[src/logic/rv_core_cfg.svh]
// --------------------------------------------------
// RV32I core configuration
// data width, register file size, reset and PC step
// --------------------------------------------------
`ifndef RV_CORE_CFG_SVH
`define RV_CORE_CFG_SVH

// data and address width
`define RV_XLEN 32

// integer register file
`define RV_NREGS  32
`define RV_REG_AW 5

// fetch sequencing
`define RV_RESET_PC  32'h0000_0000
`define RV_INST_STEP 32'd4

`endif

[src/logic/rv_ctrl_pkg.sv]
// --------------------------------------------------
// internal control encodings of the core
// alu operation, operand and result selects
// --------------------------------------------------
package rv_ctrl_pkg;

  typedef enum logic [3:0] {
    alu_add,
    alu_sub,
    alu_sll,
    alu_slt,
    alu_sltu,
    alu_xor,
    alu_srl,
    alu_sra,
    alu_or,
    alu_and
  } alu_op_t;

  typedef enum logic {a_rs1, a_zero} alu_a_sel_t;  // zero feeds lui

  typedef enum logic {b_rs2, b_imm} alu_b_sel_t;

  typedef enum logic [2:0] {imm_i, imm_s, imm_b, imm_j, imm_u} imm_kind_t;

  // write-back source
  typedef enum logic [1:0] {wb_alu, wb_load, wb_link} wb_sel_t;

  // next-PC source
  typedef enum logic [1:0] {pc_seq, pc_branch, pc_jal, pc_jalr} pc_sel_t;

endpackage

[src/logic/rv_alu.sv]
// --------------------------------------------------
// rv_alu: integer ALU with zero, negative, carry
// and overflow flags for branch resolution
// --------------------------------------------------
`timescale 1ns/1ps
`include "rv_core_cfg.svh"

module rv_alu
  import rv_ctrl_pkg::*;
(
  input  logic [`RV_XLEN-1:0] a,
  input  logic [`RV_XLEN-1:0] b,
  input  alu_op_t             alu_op,
  output logic [`RV_XLEN-1:0] result,
  output logic                zero,
  output logic                negative,
  output logic                carry,
  output logic                overflow
);

  localparam int SHAMT_W = $clog2(`RV_XLEN);

  logic [`RV_XLEN-1:0] diff;
  logic [SHAMT_W-1:0]  shamt;
  logic                sub_lt;   // signed less-than
  logic                sub_ltu;  // unsigned less-than

  // a - b as a + ~b + 1, carry out set means no borrow
  assign {carry, diff} = {1'b0, a} + {1'b0, ~b} + {{`RV_XLEN{1'b0}}, 1'b1};
  assign overflow      = (a[`RV_XLEN-1] != b[`RV_XLEN-1]) &&
                         (diff[`RV_XLEN-1] != a[`RV_XLEN-1]);
  assign sub_lt        = diff[`RV_XLEN-1] ^ overflow;
  assign sub_ltu       = ~carry;
  assign shamt         = b[SHAMT_W-1:0];

  always_comb begin
    case (alu_op)
      alu_sub:  result = diff;
      alu_sll:  result = a << shamt;
      alu_slt:  result = {{(`RV_XLEN-1){1'b0}}, sub_lt};
      alu_sltu: result = {{(`RV_XLEN-1){1'b0}}, sub_ltu};
      alu_xor:  result = a ^ b;
      alu_srl:  result = a >> shamt;
      alu_sra:  result = $signed(a) >>> shamt;
      alu_or:   result = a | b;
      alu_and:  result = a & b;
      default:  result = a + b;
    endcase
  end

  assign zero     = (result == '0);
  assign negative = result[`RV_XLEN-1];  // equals diff sign on sub

endmodule

[config.mk]
export PLATFORM = sky130hd
export DESIGN_NAME = rv_alu
export DESIGN_NICKNAME = d
export VERILOG_FILES = /design/src/logic/rv_ctrl_pkg.sv /design/src/logic/rv_alu.sv
export VERILOG_INCLUDE_DIRS = /design/src /design/src/logic
export SDC_FILE = /design/constraint.sdc
export NUM_CORES = 1
export LEC_CHECK = 0
export BUFFER_PORTS_ARGS = -buffer_cell sky130_fd_sc_hd__buf_2
export CAP_MARGIN = 10
export CORE_UTILIZATION = 55
export DETAILED_ROUTE_END_ITERATION = 10
export PLACE_DENSITY = 0.79
export SLEW_MARGIN = 20
export SYNTH_ARGS = -nofsm -noshare
export SYNTH_HDL_FRONTEND = slang
export SYNTH_SLANG_ARGS = --single-unit
export TNS_END_PERCENT = 100
[constraint.sdc]
create_clock -name vclk -period 10.9
set_input_delay 1.09 -clock vclk [all_inputs]
set_output_delay 1.09 -clock vclk [all_outputs]
set_load 0.02 [all_outputs]
==> results.ini, run 1 <==
[status]
status = completed

[critical_path]
arrival_ns = 7.54
slowest_delay_ns = 0.72
cp-start-kind = input port
worst_setup_path_end_kind = primary output
critPathSlowestCell = nor4_1
cp_data_required_time_ns = 9.81
path_cells = buf_2 > buf_4 > inv_2 > ha_1 > nor4_1 > o211a_1 > a211oi_1 > o21ai_0 > a41oi_1 > o221ai_1 > a21oi_1 > nor2_1 > nor2_1 > fa_1 > a41oi_1 > o22ai_1 > a2111oi_2 > o41ai_1 > or4_1 > nor4_2 > nand4b_1 > nor4_2 > buf_2
cp_max_fo = 59
worstSetupPathType = in -> out

[finish]
areaGrowthSynthToFinish_pct = 5.01
nNetsFinal = 1553
final_cell_area_sq_um = 9870
clockBufferCount = 0
seq_cell_count = 0
regArea_sq_um = 0
diodes = 0
utilization_pct = 59.3
layout-drive-gt1-share_pct = 15.0
final_cell_mix = nor2_1 (155), nand2_1 (124), buf_2 (103)
final_common_cell = nor2_1
final_cells = 1603

[sta]
max_freq_mhz = 116
layout_min_cycle_time_ns = 8.63
rsz0062_at_grt = false
worst_slew_pin_slew_ns = 1.24
final.period_utilization_pct = 79.2
setup_tns_ns = 0
setup_viol = 0
hold_viol = 0
maxSlewHeadroom_pct = 16.7
finalMaxSlewViolations = 0

[route]
vias = 12200
first_pass_iters = 8
drtIter0Drc = 2003
routed_wirelength_mm = 45.5
drcViolationCount = 0
detail-route-antenna-nets = 0
routed_via_density = 7.63
wl_per_cell_microns = 28.4

[die]
initial_core_util_pct = 56.5
die_height_microns = 133
dieWidth_microns = 133
die-area_sq_um = 17600
num_rows = 47
ioPinCount = 104
core-area_sq_um = 16600

[clocking]
cts_resized = 0
cts_hold_buffers = 0
cts_setup_buffers = 0

[synthesis]
postSynthCellCount = 1369
syn_avg_cell_area_sq_um = 6.86
syn_area_sq_um = 9400
yosys_warnings = 0
synth_fp_nets = 1537
synth.distinct_cells = 92
ys_seq_area_share_pct = 0

[global_routing]
overflow = 0
grt_max_degree = 63
antenna_found_initial = 1
grt_pass1_wl_mm = 66.9
grt_pass1_vias = 10800
grt_use_total_pct = 49.6

[place]
hpwl_mm = 34.6
place_congestion = 1.06
placed_cells = 1603
place.port_buffers = 104
place_area_sq_um = 9870

[run]
maxCapViolations = 0

[pwr]
p_leak_nw = 4.26
irDropWorstVdd_uv = 50.8
totalPowerFinal_uw = 617
p_per_area_nw_per_um2 = 62.5

[min_path]
hold_class = in -> out

==> critical path, delay by kind of cell <==
family	cells	cell delay (ns)
fa+ha+maj	2	0.92
simple gates	7	1.97
buf+inv	4	1.30
compound gates	10	2.26
==> metrics by stage <==
| stage | hold slack, ns | setup slack [ns] |
|---|---|---|
| 2_1_floorplan | 2.50 | 3.16 |
| 3_3_place_gp | 2.83 | 2.70 |
| 3_5_place_dp | 2.83 | 2.49 |
| 4_1_cts | 2.84 | 2.48 |
| 5_1_grt | 2.89 | 1.98 |
| 6_report | 2.87 | 2.27 |
==> where the power goes <==
| group | total [mW] | internal [mW] | switching (mW) |
|---|---|---|---|
| registers | 0 | 0 | 0 |
| logic | 0.617 | 0.203 | 0.414 |
| clock network | 0 | 0 | 0 |
==> logic make-up (layout without fill, tap and decap cells) <==
family,count (synthesis),count (layout),synth area share (%)
adders and majority gates,100,100,13.6
buffers and inverters,205,219,9.05
AOI/OAI and AO/OA,479,479,35.6
and+or+nand+nor,457,457,23.2
xor gates and xnor gates,17,17,1.58
muxes,111,111,17.0
==> worst paths after layout <==
path | to | startpoint | cells after the start | slack (ns)
max | zero | b[2] | 23 | 2.27
min | overflow | a[31] | 4 | 2.87
==> layout make-up <==
cell class | count | area [sq um]
fill | 1676 | 6770
inverter | 100 | 375
multi-input combinational | 1164 | 8580
tap | 220 | 275
timing repair buffer | 119 | 636
==> metal layers <==
layer / global-route usage (%) / part of all wire (%) / wire length (microns)
met1: 68.1 / 38 / 17300
met2: 73.8 / 41 / 18700
met3: 13.1 / 16 / 7100
met4: 18.8 / 5.2 / 2380
met5: 0 / 0 / 0
==> Yosys cell counts, types with 13 or more instances <==
cell	n	area, sq um
xnor2_1	14	123
mux2_2	21	236
mux4_2	34	766
a221oi_1	15	131
o22ai_1	18	113
inv_1	99	372
nor2_1	155	582
a21oi_1	90	450
mux2i_1	52	521
nand2_1	124	465
o31ai_1	13	97.6
nor3_1	31	155
ha_1	97	1210
o21ai_0	86	430
a211oi_1	20	150
a21o_1	14	105
buf_1	17	63.8
a31oi_1	25	156
nand4_1	13	81.3
o221ai_1	13	114
nand3_1	31	155
nand2b_1	13	81.3
o211ai_1	32	240
clkbuf_1	58	218
buf_2	20	100
a22oi_1	22	165
(Power assumes the default switching activity.)
==> run 2: changes to the inputs <==
--- a/config.mk
+++ b/config.mk
@@ -6,11 +6,12 @@
 export SDC_FILE = /design/constraint.sdc
 export NUM_CORES = 1
 export LEC_CHECK = 0
+export ABC_AREA = 1
 export BUFFER_PORTS_ARGS = -buffer_cell sky130_fd_sc_hd__buf_2
 export CAP_MARGIN = 10
 export CORE_UTILIZATION = 55
 export DETAILED_ROUTE_END_ITERATION = 10
-export PLACE_DENSITY = 0.79
+export PLACE_DENSITY = 0.78
 export SLEW_MARGIN = 20
 export SYNTH_ARGS = -nofsm -noshare
 export SYNTH_HDL_FRONTEND = slang
==> constraint.sdc (replaced) <==
create_clock -name vclk -period 8.85
set_input_delay 0.885 -clock vclk [all_inputs]
set_output_delay 0.885 -clock vclk [all_outputs]
set_load 0.02 [all_outputs]
==> run 2 against run 1 <==
Sequential cell count unchanged. Highest routed layer unchanged. Global-route usage up 0.51 points. Power up 20%. Critical path type unchanged.
==> results.ini, run 2 <==
[synthesis]
ys_seq_area_share_pct = 0  ; unchanged
synth_top_area_share_pct = 25.8  ; +13 points
syn_avg_cell_area_sq_um = 4.90  ; -29%
yosys_warnings = 0  ; unchanged
syn_area_sq_um = 10200  ; +8.2%
yosysMostFrequentCell = nand2_1
synth_largest_area_cell = nand2_1
synth_fp_nets = 2244  ; +46%
synthTopCellsByCount = nand2_1 (699), nand3_1 (379), inv_1 (255)
postSynthCellCount = 2076  ; +52%
ys_top_cells_by_area = nand2_1 (26%), nand3_1 (19%), ha_1 (12%), inv_1 (9.4%), nor2_1 (7.1%)
synth.distinct_cells = 47  ; -49%

[place]
place.port_buffers = 104  ; unchanged
hpwl_mm = 40.2  ; +16%
place_congestion = 1.07  ; +1.7%
dp_slack_ns = 2.60  ; +0.105 ns
placed_cells = 2331  ; +45%

[die]
core-area_sq_um = 18000  ; +8.3%
initial_core_util_pct = 56.4  ; -0.069 points
num_rows = 49  ; +4.3%
die_height_microns = 138  ; +3.9%
die-area_sq_um = 19000  ; +8.1%
dieWidth_microns = 138  ; +3.9%
ioPinCount = 104  ; unchanged

[finish]
areaGrowthSynthToFinish_pct = 3.77
final_cells = 2331  ; +45%
nNetsFinal = 2272  ; +46%
layout-drive-gt1-share_pct = 8.52  ; -6.5 points
clockBufferCount = 0  ; unchanged
final_cell_mix = nand2_1 (699), nand3_1 (379), inv_1 (255)
final_common_cell = nand2_1
seq_cell_count = 0  ; unchanged
diodes = 0  ; unchanged
regArea_sq_um = 0  ; unchanged
utilization_pct = 58.5  ; -0.77 points

[sta]
final.period_utilization_pct = 72.7
hold_viol = 0  ; unchanged
setup_viol = 0  ; unchanged
worst_slew_pin_slew_ns = 0.857  ; -0.380 ns
layout_min_cycle_time_ns = 6.43
maxSlewHeadroom_pct = 42.6  ; +26 points
setup_tns_ns = 0  ; unchanged
max_freq_mhz = 155
rsz0062_at_grt = false
fin_ws_ns = 2.42  ; +0.144 ns
finalMaxSlewViolations = 0  ; unchanged
whs_ns = 2.30  ; -0.572 ns

[clocking]
cts_hold_buffers = 0  ; unchanged
cts_setup_buffers = 0  ; unchanged
cts_resized = 0  ; unchanged

[critical_path]
slowest_delay_ns = 0.52  ; -0.20 ns
arrival_ns = 5.55  ; -1.99 ns
cp_max_fo = 45  ; -24%
worst_setup_path_end_kind = primary output
critPathSlowestCell = ha_1
worstSetupPathType = in -> out
cp_data_required_time_ns = 7.97  ; -1.84 ns
cp-start-kind = input port
crit_top_cell = nand2_1

[global_routing]
overflow = 0  ; unchanged
antenna_found_initial = 1  ; unchanged
grt_pass1_vias = 12600  ; +17%
grt_use_total_pct = 50.1  ; +0.51 points
grt_max_degree = 71  ; +13%
grt_pass1_wl_mm = 70.8  ; +5.8%

[pwr]
p_leak_nw = 6.11  ; +43%
p_per_area_nw_per_um2 = 70.3  ; +12%
irDropWorstVdd_uv = 53.4  ; +5.2%

[route]
wl_per_cell_microns = 21.1  ; -26%
routed_wirelength_mm = 49.2  ; +8.2%
drcViolationCount = 0  ; unchanged
first_pass_iters = 8  ; unchanged
drtIter0Drc = 1904  ; -4.9%
detail-route-antenna-nets = 0  ; unchanged
vias = 14700  ; +20%
routed_via_density = 6.31  ; -17%

[min_path]
hold_class = in -> out

[status]
status = completed

[run]
maxCapViolations = 0  ; unchanged

[run 2: final cells by class]
class,count,area [sq um]
fill,2083,7480
inverter,272,1020
multi-input combinational,1719,8670
tap,229,287
timing repair buffer,111,573
[run 2: worst paths after layout]
kind	from	to	depth (start not counted)
max	b[3]	zero	26
min	a[31]	overflow	3
[run 2: cells by family (layout without fill, tap and decap cells)]
| group | count (synthesis) | after routing | synth area share, % |
|---|---|---|---|
| AO/OA/AOI/OAI | 221 | 221 | 12.3 |
| XOR/XNOR | 11 | 11 | 0.948 |
| buffers and inverters | 357 | 383 | 14.8 |
| AND/OR/NAND/NOR | 1387 | 1387 | 59.5 |
| adder cells (fa/ha/maj) | 100 | 100 | 12.5 |
[run 2: metrics by stage]
step | area [sq um] | power, mW
floorplan | 10200 | 0.483
global placement | 10500 | 0.694
detailed placement | 10500 | 0.702
CTS | 10500 | 0.705
global route | 10500 | 0.792
finish | 10500 | 0.741
[run 2: worst max-delay path: cells and delay by family]
kind	cells	cell delay [ns]
buf+inv	5	1.22
compound gates	1	0.15
fa+ha+maj	2	1.04
simple gates	18	2.20
[run 2: power by group]
| group | internal, mW | switching [mW] | leakage [nW] | total [mW] |
|---|---|---|---|---|
| logic | 0.205 | 0.536 | 6.11 | 0.741 |
| registers | 0 | 0 | 0 | 0 |
| clock network | 0 | 0 | 0 | 0 |
[run 2: per-layer routing]
layer | global-route usage [%] | part of all wire, %
met1 | 60.6 | 37
met2 | 79.1 | 43
met3 | 15.4 | 14
met4 | 26.8 | 6.6
met5 | 0 | 0
