### config.mk
export PLATFORM = sky130hd
export DESIGN_NAME = rv_decoder
export DESIGN_NICKNAME = d
export VERILOG_FILES = /design/src/logic/rv_isa_pkg.sv /design/src/logic/rv_ctrl_pkg.sv /design/src/logic/rv_decoder.sv
export VERILOG_INCLUDE_DIRS = /design/src /design/src/logic
export SDC_FILE = /design/constraint.sdc
export NUM_CORES = 1
export LEC_CHECK = 0
export BUFFER_PORTS_ARGS = -buffer_cell sky130_fd_sc_hd__buf_4
export CORE_AREA = 2 2 39 41
export DETAILED_ROUTE_END_ITERATION = 12
export DIE_AREA = 0 0 41 43
export PLACE_DENSITY = 0.93
export SYNTH_ARGS = -nofsm -noshare
export SYNTH_HDL_FRONTEND = slang
export SYNTH_SLANG_ARGS = --single-unit
export TNS_END_PERCENT = 30
### constraint.sdc
create_clock -name vclk -period 2.8
set_clock_uncertainty 0.05 [all_clocks]
set_input_delay 0.28 -clock vclk [all_inputs]
set_output_delay 0.28 -clock vclk [all_outputs]
set_load 0.02 [all_outputs]
### src/logic/rv_core_cfg.svh
// --------------------------------------------------
// RV32I core configuration
// data width, register file size, reset and PC step
// --------------------------------------------------
`ifndef RV_CORE_CFG_SVH
`define RV_CORE_CFG_SVH

// data and address width
`define RV_XLEN 32

// integer register file
`define RV_NREGS  32
`define RV_REG_AW 5

// fetch sequencing
`define RV_RESET_PC  32'h0000_0000
`define RV_INST_STEP 32'd4

`endif

### src/logic/rv_isa_pkg.sv
// --------------------------------------------------
// RV32I instruction-set encodings
// major opcodes and branch funct3 codes
// --------------------------------------------------
package rv_isa_pkg;

  // major opcode, inst[6:0]
  typedef enum logic [6:0] {
    op_r       = 7'b0110011,  // register-register alu
    op_i_arith = 7'b0010011,  // register-immediate alu
    op_load    = 7'b0000011,  // lw only
    op_jalr    = 7'b1100111,
    op_store   = 7'b0100011,  // sw only
    op_branch  = 7'b1100011,
    op_lui     = 7'b0110111,
    op_jal     = 7'b1101111
  } opcode_t;

  // branch condition, funct3 of a B-type instruction
  typedef enum logic [2:0] {
    br_eq  = 3'b000,
    br_ne  = 3'b001,
    br_lt  = 3'b100,  // signed
    br_ge  = 3'b101,  // signed
    br_ltu = 3'b110,
    br_geu = 3'b111
  } branch_cond_t;

  // funct3 codes 010 and 011 are not branches
  // the PC unit treats them as never taken

endpackage

### src/logic/rv_ctrl_pkg.sv
// --------------------------------------------------
// internal control encodings of the core
// alu operation, operand and result selects
// --------------------------------------------------
package rv_ctrl_pkg;

  typedef enum logic [3:0] {
    alu_add,
    alu_sub,
    alu_sll,
    alu_slt,
    alu_sltu,
    alu_xor,
    alu_srl,
    alu_sra,
    alu_or,
    alu_and
  } alu_op_t;

  typedef enum logic {a_rs1, a_zero} alu_a_sel_t;  // zero feeds lui

  typedef enum logic {b_rs2, b_imm} alu_b_sel_t;

  typedef enum logic [2:0] {imm_i, imm_s, imm_b, imm_j, imm_u} imm_kind_t;

  // write-back source
  typedef enum logic [1:0] {wb_alu, wb_load, wb_link} wb_sel_t;

  // next-PC source
  typedef enum logic [1:0] {pc_seq, pc_branch, pc_jal, pc_jalr} pc_sel_t;

endpackage

### src/logic/rv_decoder.sv
// --------------------------------------------------
// rv_decoder: splits the instruction into fields
// and produces all datapath control selects
// --------------------------------------------------
`timescale 1ns/1ps
`include "rv_core_cfg.svh"

module rv_decoder
  import rv_isa_pkg::*;
  import rv_ctrl_pkg::*;
(
  input  logic                  reset,
  input  logic [`RV_XLEN-1:0]   inst,
  output logic [`RV_REG_AW-1:0] rs1,
  output logic [`RV_REG_AW-1:0] rs2,
  output logic [`RV_REG_AW-1:0] rd,
  output alu_op_t               alu_op,
  output alu_a_sel_t            alu_a_sel,
  output alu_b_sel_t            alu_b_sel,
  output imm_kind_t             imm_kind,
  output wb_sel_t               wb_sel,
  output logic                  reg_write,
  output logic                  mem_write,
  output logic                  is_branch,
  output logic                  is_jal,
  output logic                  is_jalr,
  output branch_cond_t          branch_cond
);

  opcode_t    opcode;
  logic [2:0] funct3;
  logic       funct7_b5;      // sub / sra select
  logic       reg_write_raw;
  logic       mem_write_raw;

  assign opcode      = opcode_t'(inst[6:0]);
  assign funct3      = inst[14:12];
  assign funct7_b5   = inst[30];
  assign rs1         = inst[19:15];
  assign rs2         = inst[24:20];
  assign rd          = inst[11:7];
  assign branch_cond = branch_cond_t'(funct3);

  // main decode, unknown opcodes fall through as a no-op
  always_comb begin
    alu_a_sel     = a_rs1;
    alu_b_sel     = b_rs2;
    imm_kind      = imm_i;
    wb_sel        = wb_alu;
    reg_write_raw = 1'b0;
    mem_write_raw = 1'b0;
    is_branch     = 1'b0;
    is_jal        = 1'b0;
    is_jalr       = 1'b0;
    case (opcode)
      op_r: reg_write_raw = 1'b1;
      op_i_arith: begin
        alu_b_sel     = b_imm;
        reg_write_raw = 1'b1;
      end
      op_load: begin
        alu_b_sel     = b_imm;
        wb_sel        = wb_load;
        reg_write_raw = 1'b1;
      end
      op_store: begin
        alu_b_sel     = b_imm;
        imm_kind      = imm_s;
        mem_write_raw = 1'b1;
      end
      op_branch: begin
        imm_kind  = imm_b;    // alu compares rs1 against rs2
        is_branch = 1'b1;
      end
      op_jal: begin
        imm_kind      = imm_j;
        wb_sel        = wb_link;
        reg_write_raw = 1'b1;
        is_jal        = 1'b1;
      end
      op_jalr: begin
        alu_b_sel     = b_imm;  // target = rs1 + imm
        wb_sel        = wb_link;
        reg_write_raw = 1'b1;
        is_jalr       = 1'b1;
      end
      op_lui: begin
        alu_a_sel     = a_zero;
        alu_b_sel     = b_imm;
        imm_kind      = imm_u;
        reg_write_raw = 1'b1;
      end
      default: ;
    endcase
  end

  // alu operation
  always_comb begin
    alu_op = alu_add;
    case (opcode)
      op_r, op_i_arith: begin
        case (funct3)
          3'b000:  alu_op = (opcode == op_r && funct7_b5) ? alu_sub : alu_add;
          3'b001:  alu_op = alu_sll;
          3'b010:  alu_op = alu_slt;
          3'b011:  alu_op = alu_sltu;
          3'b100:  alu_op = alu_xor;
          3'b101:  alu_op = funct7_b5 ? alu_sra : alu_srl;
          3'b110:  alu_op = alu_or;
          default: alu_op = alu_and;
        endcase
      end
      op_branch: alu_op = alu_sub;  // flags drive the branch decision
      default:   alu_op = alu_add;  // address and lui
    endcase
  end

  assign reg_write = reg_write_raw & ~reset;
  assign mem_write = mem_write_raw & ~reset;

endmodule

==> impl_metrics.py, run 1 <==
metrics = {
    "run_status": {
        "run_status": "finished clean",
    },
    "placed_design": {
        "gp_routability_congestion": 0.8476,
        "hpwl_um": 887.2,
        "dp_slack_ns": 0.9334,
        "place_area_um2": 495.5,
        "placed_cells": 90,
        "portBuffers": 31,
    },
    "cts": {
        "holdBufCountCts": 0,
        "cts_setup_buffers": 0,
        "post_cts_resized": 0,
    },
    "sta": {
        "fin_crit_ns": 1.866,
        "worst_pin_slew_ns": 0.2209,
        "hold_violations": 0,
        "setup_viol": 0,
        "layout_setup_ws_ns": 0.9344,
        "timing.hold.ws_ns": 0.5100,
        "max_freq_ghz": 0.5360,
        "slew_headroom": 0.8514,
        "fin_crit_sh": 0.6663,
        "rsz0062_at_grt": "no",
        "slew_viol_final": 0,
        "fin_setup_tns_ns": 0,
    },
    "detailed_routing": {
        "vias": 425,
        "routed_via_density": 4.722,
        "ant_nets": 0,
        "dr.pass1.iters": 2,
        "wl_per_cell_um": 11.52,
        "drt_iter0_markers": 2,
        "wl_mm": 1.037,
        "drc": 0,
    },
    "die": {
        "die_x_um": 41,
        "start_util": 0.2785,
        "die_h_um": 43,
        "io_pins": 67,
        "die-area_mm2": 0.001763,
        "core-area_mm2": 0.001384,
        "rows": 14,
    },
    "run": {
        "drv_cap": 0,
    },
    "global_routing": {
        "grt_use_met2": 0.1750,
        "antenna_found_initial": 0,
        "use_met3": 0.01047,
        "grt_max_degree": 9,
        "grtUsageMet1": 0.1171,
        "grt_usage": 0.09491,
        "grt_remaining_overflow": 0,
        "grt_busiest_layer": "met2",
        "grt_pass1_wl_mm": 1.269,
        "grt_pass1_vias": 338,
    },
    "cells_and_area": {
        "drive_above_1_share": 0.4730,
        "seq_cell_count": 0,
        "instances_no_fill": 90,
        "layout_commonest_cell": "buf_4",
        "insertedDiodeCount": 0,
        "layout.nets": 109,
        "area.growth.synth_to_final_pct": 28.57,
        "fill_cells": 168,
        "layout_common_cells": "buf_4 (31), nor2_1 (11), nand2_1 (7), nor2b_1 (4)",
        "nClkBuffers": 0,
        "fin_area_um2": 495.5,
        "regArea_um2": 0,
    },
    "worst_setup_path": {
        "arrival_ns": 1.54,
        "cp_cell_sequence": "buf_4 > or3_4 > or4b_4 > nor2_2 > buf_4",
        "start_kind": "input pin",
        "crit_buf_inv": 2,
        "worstPathRequired_ns": 2.47,
        "path_delay_family": "simple AND/OR/NAND/NOR gates",
        "cpPeakStageDelay_ns": 0.50,
        "path_common_cell": "buf_4",
        "path_depth": 5,
        "crit_slowest_cell": "or4b_4",
        "cp-startpoint": "inst[3]",
        "cp-endpoint": "mem_write",
        "crit_type": "in -> out",
        "crit_path_end_kind": "primary output",
        "cp_max_fo": 5,
    },
    "logic_synthesis": {
        "ys_warn_count": 0,
        "syn_area_per_cell_um2": 6.216,
        "netlist_top_cells_area": "buf_4 (37%), nor2_1 (11%), nand2_1 (6.8%), nor2b_1 (6.5%), mux2i_1 (5.2%)",
        "yosys.area.top_type_share": 0.3701,
        "synth_fp_nets": 95,
        "synth_cells": 62,
        "synth_cell_type_count": 21,
        "synth-seq-area-share": 0,
        "synth_area_um2": 385.4,
        "synth_top_area_cell": "buf_4",
    },
    "pwr": {
        "worst_ir_drop_vdd_mv": 0.03806,
        "p_leak_nw": 0.2538,
        "power_density_mw_per_mm2": 104.1,
        "seqPwrFrac": 0,
        "switching_share": 0.5167,
        "clkPwrFrac": 0,
        "switchingPower_uw": 26.66,
        "p_comb_frac": 1.000,
        "internal_power_uw": 24.93,
    },
    "hold_path": {
        "hp-class": "in -> out",
    },
}
==> power by group through the flow <==
stage	registers [mW]	logic, mW	clock network (mW)
4_1_cts	0	0.0517	0
5_1_grt	0	0.0557	0
3_5_place_dp	0	0.0516	0
3_3_place_gp	0	0.0498	0
2_1_floorplan	0	0.0557	0
6_report	0	0.0516	0
==> layer usage <==
metal | share of wire | wire length [um]
met5 | 0 | 0
met3 | 0.16 | 166
met2 | 0.43 | 451
met1 | 0.40 | 419
met4 | 0 | 0
==> how the worst min path moves through the flow <==
stage,from,endpoint,depth (start not counted)
3_3_place_gp,inst[8],rd[1],0
5_1_grt,inst[17],rs1[2],0
6_report,inst[9],rd[2],0
4_1_cts,inst[8],rd[1],0
3_5_place_dp,inst[8],rd[1],0
2_1_floorplan,reset,mem_write,1
==> cell type report <==
type / count / area, um^2 / area share
inverters: 2 / 7.507 / 0.01515
multi-input cells: 41 / 235.2 / 0.4747
well taps: 16 / 20.02 / 0.04040
repair buffers: 31 / 232.7 / 0.4697
==> cells by family (layout without fill, tap and decap cells) <==
group                  count (synthesis)  after routing  share of synthesized area
AO/OA/AOI/OAI                          7              7                     0.1234
XOR/XNOR                               1              1                    0.02273
buffers and inverters                 21             33                     0.3896
multiplexers                           2              2                    0.05195
AND/OR/NAND/NOR                       31             31                     0.4124
==> Yosys cell counts, drive strengths merged <==
master and instances:
o221ai 1, nor4 1, or4b 1, nand2 8
nor3 2, a32oi 1, a21oi 1, buf 19
a31oi 1, nand3b 1, nor2b 4, or3 1
nor2 12, xor2 1, o22a 1, mux2i 2
o21ai 2, nand3 1, inv 2
==> through the flow <==
step / util / total power, mW
after floorplan: - / 0.05571
after global placement: 0.3580 / 0.04983
after detailed placement: 0.3580 / 0.05156
after CTS: 0.3580 / 0.05170
after global routing: 0.3580 / 0.05568
final: 0.3580 / 0.05159
Power figures use the tool's default switching activity.
==> run 2: changes to the inputs <==
- CORE_AREA: 2 2 39 41 -> not set
- CORE_MARGIN: not set -> 1.5
- CORE_UTILIZATION: not set -> 26
- DIE_AREA: 0 0 41 43 -> not set
- PLACE_DENSITY: 0.93 -> 0.88
- clock period: 2.8 -> 1.53 ns (I/O delays scaled with it)
==> run 2 against run 1 <==
The run now ends with setup timing left. Largest power group unchanged. Setup slack worse by 0.99 ns. Cell area is 8.8% higher. Combinational power increased by 100%. Routed wire length increased by 10%. Cell count rose by 4.4%.
==> impl_metrics.py, run 2 (synthesis gave the netlist of run 1 again) <==
metrics = {
    "cells_and_area": {
        "regArea_um2": 0,
        "nClkBuffers": 0,
        "seq_cell_count": 0,
        "instances_no_fill": 94,
        "layout.nets": 114,
        "insertedDiodeCount": 0,
        "area.growth.synth_to_final_pct": 39.93,
        "drive_above_1_share": 0.5063,
        "fill_cells": 145,
        "layout_common_cells": "buf_4 (34), nor2_1 (11), nand2_1 (7), nor2b_1 (4)",
        "layout_commonest_cell": "buf_4",
    },
    "die": {
        "start_util": 0.2889,
        "die_x_um": 41.50,
        "io_pins": 67,
        "die_h_um": 41.50,
        "die-area_mm2": 0.001722,
        "rows": 13,
        "core-area_mm2": 0.001334,
    },
    "global_routing": {
        "grt_remaining_overflow": 0,
        "grt_pass1_vias": 413,
        "antenna_found_initial": 0,
        "grt_usage": 0.1143,
        "grt_pass1_wl_mm": 1.690,
        "grt_max_degree": 9,
    },
    "worst_setup_path": {
        "crit_type": "in -> out",
        "worstPathRequired_ns": 1.33,
        "crit_slowest_cell": "or4b_4",
        "arrival_ns": 1.38,
        "start_kind": "input pin",
        "cpPeakStageDelay_ns": 0.50,
        "cp_cell_sequence": "buf_4 > or3_4 > or4b_4 > nor2_2 > buf_6",
        "cp_max_fo": 2,
        "crit_path_end_kind": "primary output",
    },
    "sta": {
        "setup_viol": 2,
        "fin_crit_ns": 1.588,
        "fin_crit_sh": 1.038,
        "layout_setup_ws_ns": -0.05798,
        "max_freq_ghz": 0.6297,
        "worst_pin_slew_ns": 0.2200,
        "slew_viol_final": 0,
        "hold_violations": 0,
        "rsz0062_at_grt": "yes",
        "slew_headroom": 0.8520,
    },
    "placed_design": {
        "gp_routability_congestion": 0.8411,
        "hpwl_um": 941.4,
        "portBuffers": 31,
        "placed_cells": 94,
    },
    "detailed_routing": {
        "wl_met1_um": 391,
        "met3_wirelength_um": 137,
        "routed_via_density": 5.043,
        "vias": 474,
        "wl_mm": 1.144,
        "dr.pass1.iters": 4,
        "wl_per_cell_um": 12.17,
        "highest_layer": "met4",
        "routed-wl-met2_um": 574,
        "ant_nets": 0,
        "drc": 0,
        "drt_iter0_markers": 18,
    },
    "cts": {
        "holdBufCountCts": 0,
        "post_cts_resized": 1,
        "cts_setup_buffers": 0,
    },
    "run_status": {
        "run_status": "finished with violations",
        "failed_checks": "setup timing",
    },
    "pwr": {
        "worst_ir_drop_vdd_mv": 0.08632,
        "power_density_mw_per_mm2": 195.3,
        "finalPower_uw": 105.3,
        "p_leak_nw": 0.2779,
    },
    "run": {
        "drv_cap": 0,
    },
    "hold_path": {
        "hp-class": "in -> out",
    },
}
run 2: path summary, 6_finish.rpt:
check             startpoint         to  cells past startpoint
setup / recovery     inst[3]  mem_write                      5
hold / removal       inst[7]      rd[0]                      0
run 2: layer usage:
layer / GRT usage / vias up
li1: - / 226
met1: 0.1299 / 202
met2: 0.2000 / 40
met3: 0.02174 / 6
met4: 0.05806 / 0
met5: 0 / -
run 2: critical path, delay by kind of cell:
kind / cells / cell delay (ns)
simple gates: 3 / 0.99
buf+inv: 2 / 0.24
run 2: area by class of cell:
cell class | count | area (um^2) | share of cell area
well taps | 15 | 18.77 | 0.03480
multi-input cells | 41 | 235.2 | 0.4362
inverters | 2 | 7.507 | 0.01392
repair buffers | 36 | 277.8 | 0.5151
run 2: metrics by stage:
stage | setup slack, ns | hold slack (ns) | setup TNS, ns | utilization | instance area (um^2)
3_3_place_gp | -0.03644 | 0.2561 | -0.06461 | 0.3987 | 531.8
2_1_floorplan | 0.07881 | 0.3036 | 0 | - | 385.4
4_1_cts | -0.04854 | 0.2561 | -0.08878 | 0.4015 | 535.5
3_5_place_dp | -0.04779 | 0.2561 | -0.09006 | 0.3987 | 531.8
6_report | -0.05798 | 0.2560 | -0.09404 | 0.4043 | 539.3
5_1_grt | -0.09457 | 0.2560 | -0.1681 | 0.4043 | 539.3
run 2: power by group:
group | switching [mW] | internal [mW] | leakage (nW)
sequential | 0 | 0 | 0
combinational | 0.0526 | 0.0527 | 0.278
clock | 0 | 0 | 0
total | 0.0526 | 0.0527 | 0.278
