`src/logic/rv_core_cfg.svh`:
```
// --------------------------------------------------
// RV32I core configuration
// data width, register file size, reset and PC step
// --------------------------------------------------
`ifndef RV_CORE_CFG_SVH
`define RV_CORE_CFG_SVH

// data and address width
`define RV_XLEN 32

// integer register file
`define RV_NREGS  32
`define RV_REG_AW 5

// fetch sequencing
`define RV_RESET_PC  32'h0000_0000
`define RV_INST_STEP 32'd4

`endif

```
`src/logic/rv_isa_pkg.sv`:
```
// --------------------------------------------------
// RV32I instruction-set encodings
// major opcodes and branch funct3 codes
// --------------------------------------------------
package rv_isa_pkg;

  // major opcode, inst[6:0]
  typedef enum logic [6:0] {
    op_r       = 7'b0110011,  // register-register alu
    op_i_arith = 7'b0010011,  // register-immediate alu
    op_load    = 7'b0000011,  // lw only
    op_jalr    = 7'b1100111,
    op_store   = 7'b0100011,  // sw only
    op_branch  = 7'b1100011,
    op_lui     = 7'b0110111,
    op_jal     = 7'b1101111
  } opcode_t;

  // branch condition, funct3 of a B-type instruction
  typedef enum logic [2:0] {
    br_eq  = 3'b000,
    br_ne  = 3'b001,
    br_lt  = 3'b100,  // signed
    br_ge  = 3'b101,  // signed
    br_ltu = 3'b110,
    br_geu = 3'b111
  } branch_cond_t;

  // funct3 codes 010 and 011 are not branches
  // the PC unit treats them as never taken

endpackage

```
`src/logic/rv_ctrl_pkg.sv`:
```
// --------------------------------------------------
// internal control encodings of the core
// alu operation, operand and result selects
// --------------------------------------------------
package rv_ctrl_pkg;

  typedef enum logic [3:0] {
    alu_add,
    alu_sub,
    alu_sll,
    alu_slt,
    alu_sltu,
    alu_xor,
    alu_srl,
    alu_sra,
    alu_or,
    alu_and
  } alu_op_t;

  typedef enum logic {a_rs1, a_zero} alu_a_sel_t;  // zero feeds lui

  typedef enum logic {b_rs2, b_imm} alu_b_sel_t;

  typedef enum logic [2:0] {imm_i, imm_s, imm_b, imm_j, imm_u} imm_kind_t;

  // write-back source
  typedef enum logic [1:0] {wb_alu, wb_load, wb_link} wb_sel_t;

  // next-PC source
  typedef enum logic [1:0] {pc_seq, pc_branch, pc_jal, pc_jalr} pc_sel_t;

endpackage

```
`src/logic/rv_pc_unit.sv`:
```
// --------------------------------------------------
// rv_pc_unit: program counter, branch decision
// from ALU flags and next-PC selection
// --------------------------------------------------
`timescale 1ns/1ps
`include "rv_core_cfg.svh"

module rv_pc_unit
  import rv_isa_pkg::*;
  import rv_ctrl_pkg::*;
(
  input  logic                clk,
  input  logic                reset,
  input  logic                is_branch,
  input  logic                is_jal,
  input  logic                is_jalr,
  input  branch_cond_t        branch_cond,
  input  logic                zero,
  input  logic                negative,
  input  logic                carry,
  input  logic                overflow,
  input  logic [`RV_XLEN-1:0] imm,
  input  logic [`RV_XLEN-1:0] alu_result,
  output logic [`RV_XLEN-1:0] pc
);

  logic                cond_met;
  pc_sel_t             pc_sel;
  logic [`RV_XLEN-1:0] next_pc;

  // flags come from rs1 - rs2
  always_comb begin
    case (branch_cond)
      br_eq:   cond_met = zero;
      br_ne:   cond_met = ~zero;
      br_lt:   cond_met = negative != overflow;
      br_ge:   cond_met = negative == overflow;
      br_ltu:  cond_met = ~carry;   // borrow
      br_geu:  cond_met = carry;
      default: cond_met = 1'b0;
    endcase
  end

  always_comb begin
    if (is_branch && cond_met) pc_sel = pc_branch;
    else if (is_jal)           pc_sel = pc_jal;
    else if (is_jalr)          pc_sel = pc_jalr;
    else                       pc_sel = pc_seq;
  end

  always_comb begin
    case (pc_sel)
      pc_branch, pc_jal: next_pc = pc + imm;
      pc_jalr:           next_pc = {alu_result[`RV_XLEN-1:1], 1'b0};
      default:           next_pc = pc + `RV_INST_STEP;
    endcase
  end

  always_ff @(posedge clk or posedge reset) begin
    if (reset) pc <= `RV_RESET_PC;
    else       pc <= next_pc;
  end

endmodule

```
`config.mk`:
```
export PLATFORM = sky130hd
export DESIGN_NAME = rv_pc_unit
export DESIGN_NICKNAME = d
export VERILOG_FILES = /design/src/logic/rv_isa_pkg.sv /design/src/logic/rv_ctrl_pkg.sv /design/src/logic/rv_pc_unit.sv
export VERILOG_INCLUDE_DIRS = /design/src /design/src/logic
export SDC_FILE = /design/constraint.sdc
export NUM_CORES = 1
export LEC_CHECK = 0
export ABC_AREA = 1
export BUFFER_PORTS_ARGS = -buffer_cell sky130_fd_sc_hd__buf_2
export CAP_MARGIN = 20
export CORE_MARGIN = 10
export CORE_UTILIZATION = 25
export CTS_BUF_LIST = sky130_fd_sc_hd__clkbuf_8
export DETAILED_ROUTE_END_ITERATION = 7
export PLACE_DENSITY_LB_ADDON = 0.05
export SETUP_SLACK_MARGIN = 0.1
export SYNTH_ARGS = -nofsm -noshare
export SYNTH_HDL_FRONTEND = slang
export SYNTH_SLANG_ARGS = --single-unit
```
`constraint.sdc`:
```
create_clock -name clk -period 3.1 [get_ports clk]
set_input_delay 0.775 -clock clk [delete_from_list [all_inputs] [get_ports clk]]
set_output_delay 0.775 -clock clk [all_outputs]
set_load 0.01 [all_outputs]
```
==> metrics.csv, run 1 <==
metric;value;unit
area share of and/or/nand/nor cells after synthesis;0.433;
setup_tns;0;ps
Layout Nets;1041;
hpwl dp;17400;um
Congestion Overflow GR;0;
required time of the critical path;3360;ps
Fin. Hold Viols;0;
CTS Root Cell;clkbuf_8;
Final Wtd Congestion;0.878;
metal3 WL;1050;um
drt pass-1 iters;5;
Synth top cells by count;nand2_1 (276), inv_1 (133), a21oi_1 (74);
CTS tree;built;
Clk pin slew, worst setup/hold paths;90;ps
metal2 WL;9490;um
Gate Count Post-Synth;814;
status;complete, no violations;
Post-Syn Area;0.00463;sq mm
post-CTS setup buffers;0;
Max Slew Vio Count;0;
multiplexer share of the synthesized area;0;
type of origin of the critical path;primary input;
hold buffers post-CTS;0;
fill count;2101;
Final Setup Violations;0;
critical path endpoint category;register;
drt via density;4.68;
sequential share of the synthesized area;0.173;
H-tree depth;2;
core area;0.0181;sq mm
Final WS setup;537;ps
clock buffer count from CTS;5;
PwrDens;901;mW/mm^2
Die Footprint;0.0244;sq mm
Setup CP Type;in -> reg;
clk buf depth;2;
FP Rows;49;
worst slew pin tran;709;ps
CP Max Fanout;5;
WL final;20700;um
routed metal-1 wirelength;10000;um
Max-Cap Viols;0;
Setup Skew;10.7;ps
Top Layer Used;met4;
Worst-Skew Late Latency;330;ps
xor and xnor area share after synthesis;0.0246;
first-pass GRT wire length;31800;um
DRC;0;
main combinational cell family by area after synthesis;simple AND/OR/NAND/NOR gates;
area grow syn2layout;21.1;%
GRT Total Usage;0.170;
antenna violations before repair;0;
routed length per instance;17.9;um
die height;156;um
max frequency;0.390;GHz
top-area cell type share of the netlist area;0.224;
Unique masters post-synth;45;
share of cells above drive strength 1;0.179;
Synth Area in Adders;0.0962;
Mapped Nets;925;
Post-CTS Resized;0;
Synth Area in Compound Gates;0.145;
Slew HR;0.526;
Leakage Power;3.15;nW
Mean Syn Cell Area;5.69;sq um
number of DRC markers in iteration 0;329;
vias in the first global route;5559;
cell taking the most area after synthesis;nand2_1;
Post-synth ARST share;1.00;
total number of vias;5438;
fin crit share;0.827;
VDD IR-drop max;258;uV
clock sink count;32;
number of port buffers;106;
main flop type after synthesis;dfrtp_1;
Die X;156;um
# IOs;108;
Synth area leaders;nand2_1 (22%), dfrtp_1 (17%), inv_1 (11%);
DP Cell Count;1152;
HP Class;reg -> reg;
RSZ-0062 raised after global routing;false;
Non-Filler Instances;1161;
Final ANT Viol Nets;0;
number of synthesized flops with an enable pin;0;
Tmin final;2560;ps
Biggest register;pc;
top flop regs;pc: 32 flops;
Seq cells post-synth;32;
max reg flops;32;
most common cell in the synthesized netlist;nand2_1;
worst path arrival time;2830;ps
dpl ws;214;ps
Ys Warns;0;
pin count of the biggest net entering global routing;33;
Starting Density;0.256;
power by group:
group | switching (W) | total [W] | internal (W)
logic | 0.00240 | 0.00366 | 0.00126
registers | 0.000380 | 0.00100 | 0.000620
clock network | 0.000216 | 0.000394 | 0.000178
through the flow:
| stage | utilization | hold slack (ps) | instance area [sq um] | total power [W] |
|---|---|---|---|---|
| floorplan | - | 537 | 4630 | 0.00333 |
| global placement | 0.305 | 500 | 5510 | 0.00470 |
| detailed placement | 0.305 | 504 | 5510 | 0.00466 |
| CTS | 0.310 | 526 | 5610 | 0.00509 |
| global route | 0.310 | 579 | 5610 | 0.00564 |
| finish | 0.310 | 526 | 5610 | 0.00505 |
final cells by class:
type	instances	area (sq um)	share of cell area
antenna	1	2.50	0.000446
clock buffer	6	82.6	0.0147
timing repair buffer	121	643	0.115
clock inverter	2	10.0	0.00178
inverter	144	542	0.0966
multi-input combinational	626	3240	0.578
sequential	32	801	0.143
tap	229	287	0.0511
worst max-delay path, cell delays in order:
cell and delay (ps):
buf_2 100, ha_1 220, fa_1 410, nand3_1 100, nand3_1 180, nand2_1 110, nand2_1 110, nand2_1 90
nand2_1 180, nand2_1 170, nand2_1 70, nand2_1 60, nand3_1 100, a21oi_2 140
routing by layer:
layer,GRT usage,up-vias
met5,0,-
met3,0.0353,10
li1,-,2832
met4,0.0243,0
met2,0.283,141
met1,0.225,2455
kinds of logic after synthesis:
family / Yosys count
and+or+nand+nor: 459
buffers and inverters: 156
AOI/OAI and AO/OA: 119
adders and majority gates: 35
DFF: 32
xor gates and xnor gates: 13
cells in the final DEF (no fill, tap or decap), drive strengths merged, types with 9 or more instances in the layout:
cell type | synthesis | routed
nand2 | 280 | 280
inv | 142 | 142
buf | 2 | 121
a21oi | 80 | 80
nor2 | 68 | 68
nand3 | 60 | 60
ha | 34 | 34
dfrtp | 32 | 32
o21ai | 18 | 18
nor3 | 17 | 17
nand4 | 12 | 12
xor2 | 9 | 9
a22oi | 9 | 9
worst paths after layout:
path	start	endpoint	slack [ps]	cells after the start
min in group asynchronous	reset	pc[29]$_DFF_PP0_	570	3
max in group asynchronous	reset	pc[10]$_DFF_PP0_	2160	3
setup / recovery	imm[0]	pc[30]$_DFF_PP0_	540	14
hold / removal	pc[0]$_DFFE_PP0N_	pc[0]$_DFFE_PP0N_	530	2
setup reg to reg	pc[0]$_DFFE_PP0N_	pc[30]$_DFF_PP0_	680	13
hold reg to reg	pc[0]$_DFFE_PP0N_	pc[0]$_DFFE_PP0N_	530	2
No activity file was read; power rests on OpenSTA's default activity.
==> run 2, diff against run 1 <==
--- a/config.mk
+++ b/config.mk
@@ -6,7 +6,7 @@
 export SDC_FILE = /design/constraint.sdc
 export NUM_CORES = 1
 export LEC_CHECK = 0
-export ABC_AREA = 1
+export ABC_AREA = 0
 export BUFFER_PORTS_ARGS = -buffer_cell sky130_fd_sc_hd__buf_2
 export CAP_MARGIN = 20
 export CORE_MARGIN = 10
==> constraint.sdc (replaced) <==
create_clock -name clk -period 2.1 [get_ports clk]
set_input_delay 0.525 -clock clk [delete_from_list [all_inputs] [get_ports clk]]
set_output_delay 0.525 -clock clk [all_outputs]
set_load 0.01 [all_outputs]
==> run 2 against run 1 <==
Global-route usage shrank 2.0 points. Cell area rose by 15%. Via count shrank 19%. Flip-flop and latch count unchanged. Routed wire length decreased by 21%. The flow now finishes with violations (negative setup slack). Sequential share of layout area shrank 1.9 points. Largest power group unchanged. Clock skew barely moved. Critical path depth decreased by 4. Critical endpoint is now pc[24]$_DFF_PP0_. Largest cell class unchanged. Power is 79% higher. Non-clock buffer count increased by 147.
==> metrics.csv, run 2 <==
metric;value;unit;change
status;complete, but fails checks;;
failing checks;negative setup slack;;
critical path endpoint category;register;;
CP Max Fanout;3;;-2
PwrDens;1400;mW/mm^2;+55%
Post-synth ARST share;1.00;;unchanged
vias in the first global route;4651;;-16%
type of origin of the critical path;register;;
Final Wtd Congestion;0.866;;-1.4%
Max Slew Vio Count;0;;unchanged
Mean Syn Cell Area;7.92;sq um;+39%
Slew HR;0.647;;+0.122
reg2reg setup slack;-310;ps;-990 ps
Unique masters post-synth;49;;+8.9%
Final ANT Viol Nets;0;;unchanged
fin util;0.460;;+0.150
Max-Cap Viols;0;;unchanged
Synth area leaders;dfrtp_1 (22%), ha_1 (12%), xnor2_1 (7.5%);;
total number of vias;4430;;-19%
FP Rows;43;;-12%
Biggest register;pc;;
Register Area;802;sq um;+0.16%
area of the multi-input gates;0.00338;sq mm;+4.3%
cell taking the most area after synthesis;dfrtp_1;;
clk buf depth;2;;unchanged
worst slew pin tran;529;ps;-180 ps
clock buffer count from CTS;5;;unchanged
fill count;1445;;-31%
Layout Nets;824;;-21%
share of cells above drive strength 1;0.529;;+0.349
Synth top cells by count;a21oi_1 (45), nand2_1 (42), ha_1 (34);;
core area;0.0140;sq mm;-22%
Fin. Hold Viols;0;;unchanged
number of synthesized flops with an enable pin;0;;unchanged
Mapped Nets;568;;-39%
main flop type after synthesis;dfrtp_1;;
Post-Syn Area;0.00362;sq mm;-22%
Die Footprint;0.0197;sq mm;-19%
required time of the critical path;2300;ps;-1060 ps
hpwl dp;12500;um;-28%
die height;140;um;-10%
routed length per instance;18.3;um;+2.7%
Seq cells post-synth;32;;unchanged
most common cell in the synthesized netlist;a21oi_1;;
FF-to-FF Start;pc[15]$_DFF_PP0_;;
VDD IR-drop max;542;uV;+110%
Final Setup Violations;22;;+22
HP Class;in -> async;;
Final WS setup;-313;ps;-850 ps
area grow syn2layout;78.7;%;
Gate Count Post-Synth;457;;-44%
DP Cell Count;863;;-25%
Worst-Skew Late Latency;330;ps;about the same
first-pass GRT wire length;24100;um;-24%
reg2reg end;pc[24]$_DFF_PP0_;;
clock sink count;32;;unchanged
pin count of the biggest net entering global routing;33;;unchanged
number of DRC markers in iteration 0;185;;-44%
Clk pin slew, worst setup/hold paths;80;ps;about the same
antenna violations before repair;0;;unchanged
worst path arrival time;2610;ps;-220 ps
# IOs;108;;unchanged
Congestion Overflow GR;0;;unchanged
sequential share of the synthesized area;0.221;;+0.0485
Die X;140;um;-10%
GRT Total Usage;0.150;;-0.0197
drt pass-1 iters;4;;-1
CTS Root Cell;clkbuf_8;;
most common cell after layout, fill and taps aside;buf_4;;
# diodes;0;;-1
top-area cell type share of the netlist area;0.221;;-0.00235
DRC;0;;unchanged
fin crit share;1.15;;
most frequent cells in the layout;buf_4 (143), buf_2 (104), nand2_1 (39);;
R2R depth;10;;-3
RSZ-0062 raised after global routing;true;;
Setup CP Type;reg -> reg;;
WL final;16400;um;-21%
max reg flops;32;;unchanged
Leakage Power;3.05;nW;-3.1%
Ys Warns;0;;unchanged
top flop regs;pc: 32 flops;;
number of port buffers;106;;unchanged
drt via density;4.96;;+5.9%
Non-Filler Instances;893;;-23%
Starting Density;0.258;;+0.00156
hold buffers post-CTS;0;;unchanged
Tmin final;2410;ps;
CTS tree;built;;
H-tree depth;2;;unchanged
max frequency;0.414;GHz;
Setup Skew;11.0;ps;+0.347 ps
## run 2: cell count changes after synthesis, sizes merged, moves of 16 or more
cell,previous run,this run
xor2,9,25
nand3,60,23
nand2,280,42
xnor2,4,31
a21oi,80,45
inv,142,17
nor2,68,28
## run 2: logic make-up (layout without fill, tap and decap cells)
| group | after synthesis | count (layout) | synth area share |
|---|---|---|---|
| and+or+nand+nor | 135 | 136 | 0.178 |
| xor gates and xnor gates | 56 | 56 | 0.136 |
| buffers and inverters | 37 | 292 | 0.0384 |
| muxes | 3 | 3 | 0.00830 |
| adders and majority gates | 35 | 35 | 0.123 |
| AOI/OAI and AO/OA | 159 | 159 | 0.295 |
| DFF | 32 | 32 | 0.221 |
## run 2: per-layer routing
| metal | share of wire | global-route usage | wire length, um |
|---|---|---|---|
| met5 | 0 | 0 | 0 |
| met1 | 0.45 | 0.186 | 7400 |
| met4 | 0.016 | 0.0473 | 262 |
| met3 | 0.036 | 0.0260 | 596 |
| met2 | 0.50 | 0.257 | 8110 |
## run 2: worst max-delay path, stage by stage, from the launching register on
cell and delay (ps):
dfrtp_1 380, ha_1 290, a21o_1 200, o21bai_1 170, a221o_1 300, a21oi_1 250
o21ai_4 110, buf_4 160, buf_4 130, o311ai_4 200, nand3_1 100
## run 2: worst max-delay path by stage
stage / start / to / slack (ps) / cells after the start
floorplan: negative / pc[19]$_DFF_PP0_ / -260 / 15
global placement: imm[0] / pc[14]$_DFF_PP0_ / -540 / 10
detailed placement: imm[0] / pc[28]$_DFF_PP0_ / -570 / 11
CTS: pc[0]$_DFFE_PP0N_ / pc[26]$_DFF_PP0_ / -320 / 10
global route: pc[0]$_DFFE_PP0N_ / pc[24]$_DFF_PP0_ / -430 / 11
finish: pc[15]$_DFF_PP0_ / pc[24]$_DFF_PP0_ / -310 / 10
## run 2: cell type report
class	count	area share
Clock buffer	7	0.0149
Timing Repair Buffer	268	0.294
Sequential cell	32	0.124
Tap cell	180	0.0348
Multi-Input combinational cell	389	0.523
Inverter	17	0.00987
## run 2: power breakdown
part           total (W)  internal, W  leakage [nW]  switching (W)
sequential       0.00117     0.000912         0.393       0.000261
clock           0.000583     0.000293        0.0503       0.000291
combinational    0.00728      0.00370          2.61        0.00358
## run 2: through the flow
| step | area (sq um) | power, W | setup TNS, ps | worst slack, ps | hold slack (ps) |
|---|---|---|---|---|---|
| floorplan | 3950 | 0.00469 | -4670 | -259 | 573 |
| global placement | 5620 | 0.00734 | -12320 | -541 | 617 |
| detailed placement | 5620 | 0.00738 | -13390 | -569 | 632 |
| CTS | 5990 | 0.00851 | -4340 | -325 | 337 |
| global route | 6460 | 0.00974 | -7050 | -427 | 366 |
| finish | 6460 | 0.00904 | -4090 | -313 | 324 |
## run 2: timing repair
item,4_1_cts,5_1_grt
buffers inserted,6,16
cloned,0,4
setup endpoints to repair,29,32
pin swaps,29,34
resized for setup,48,62
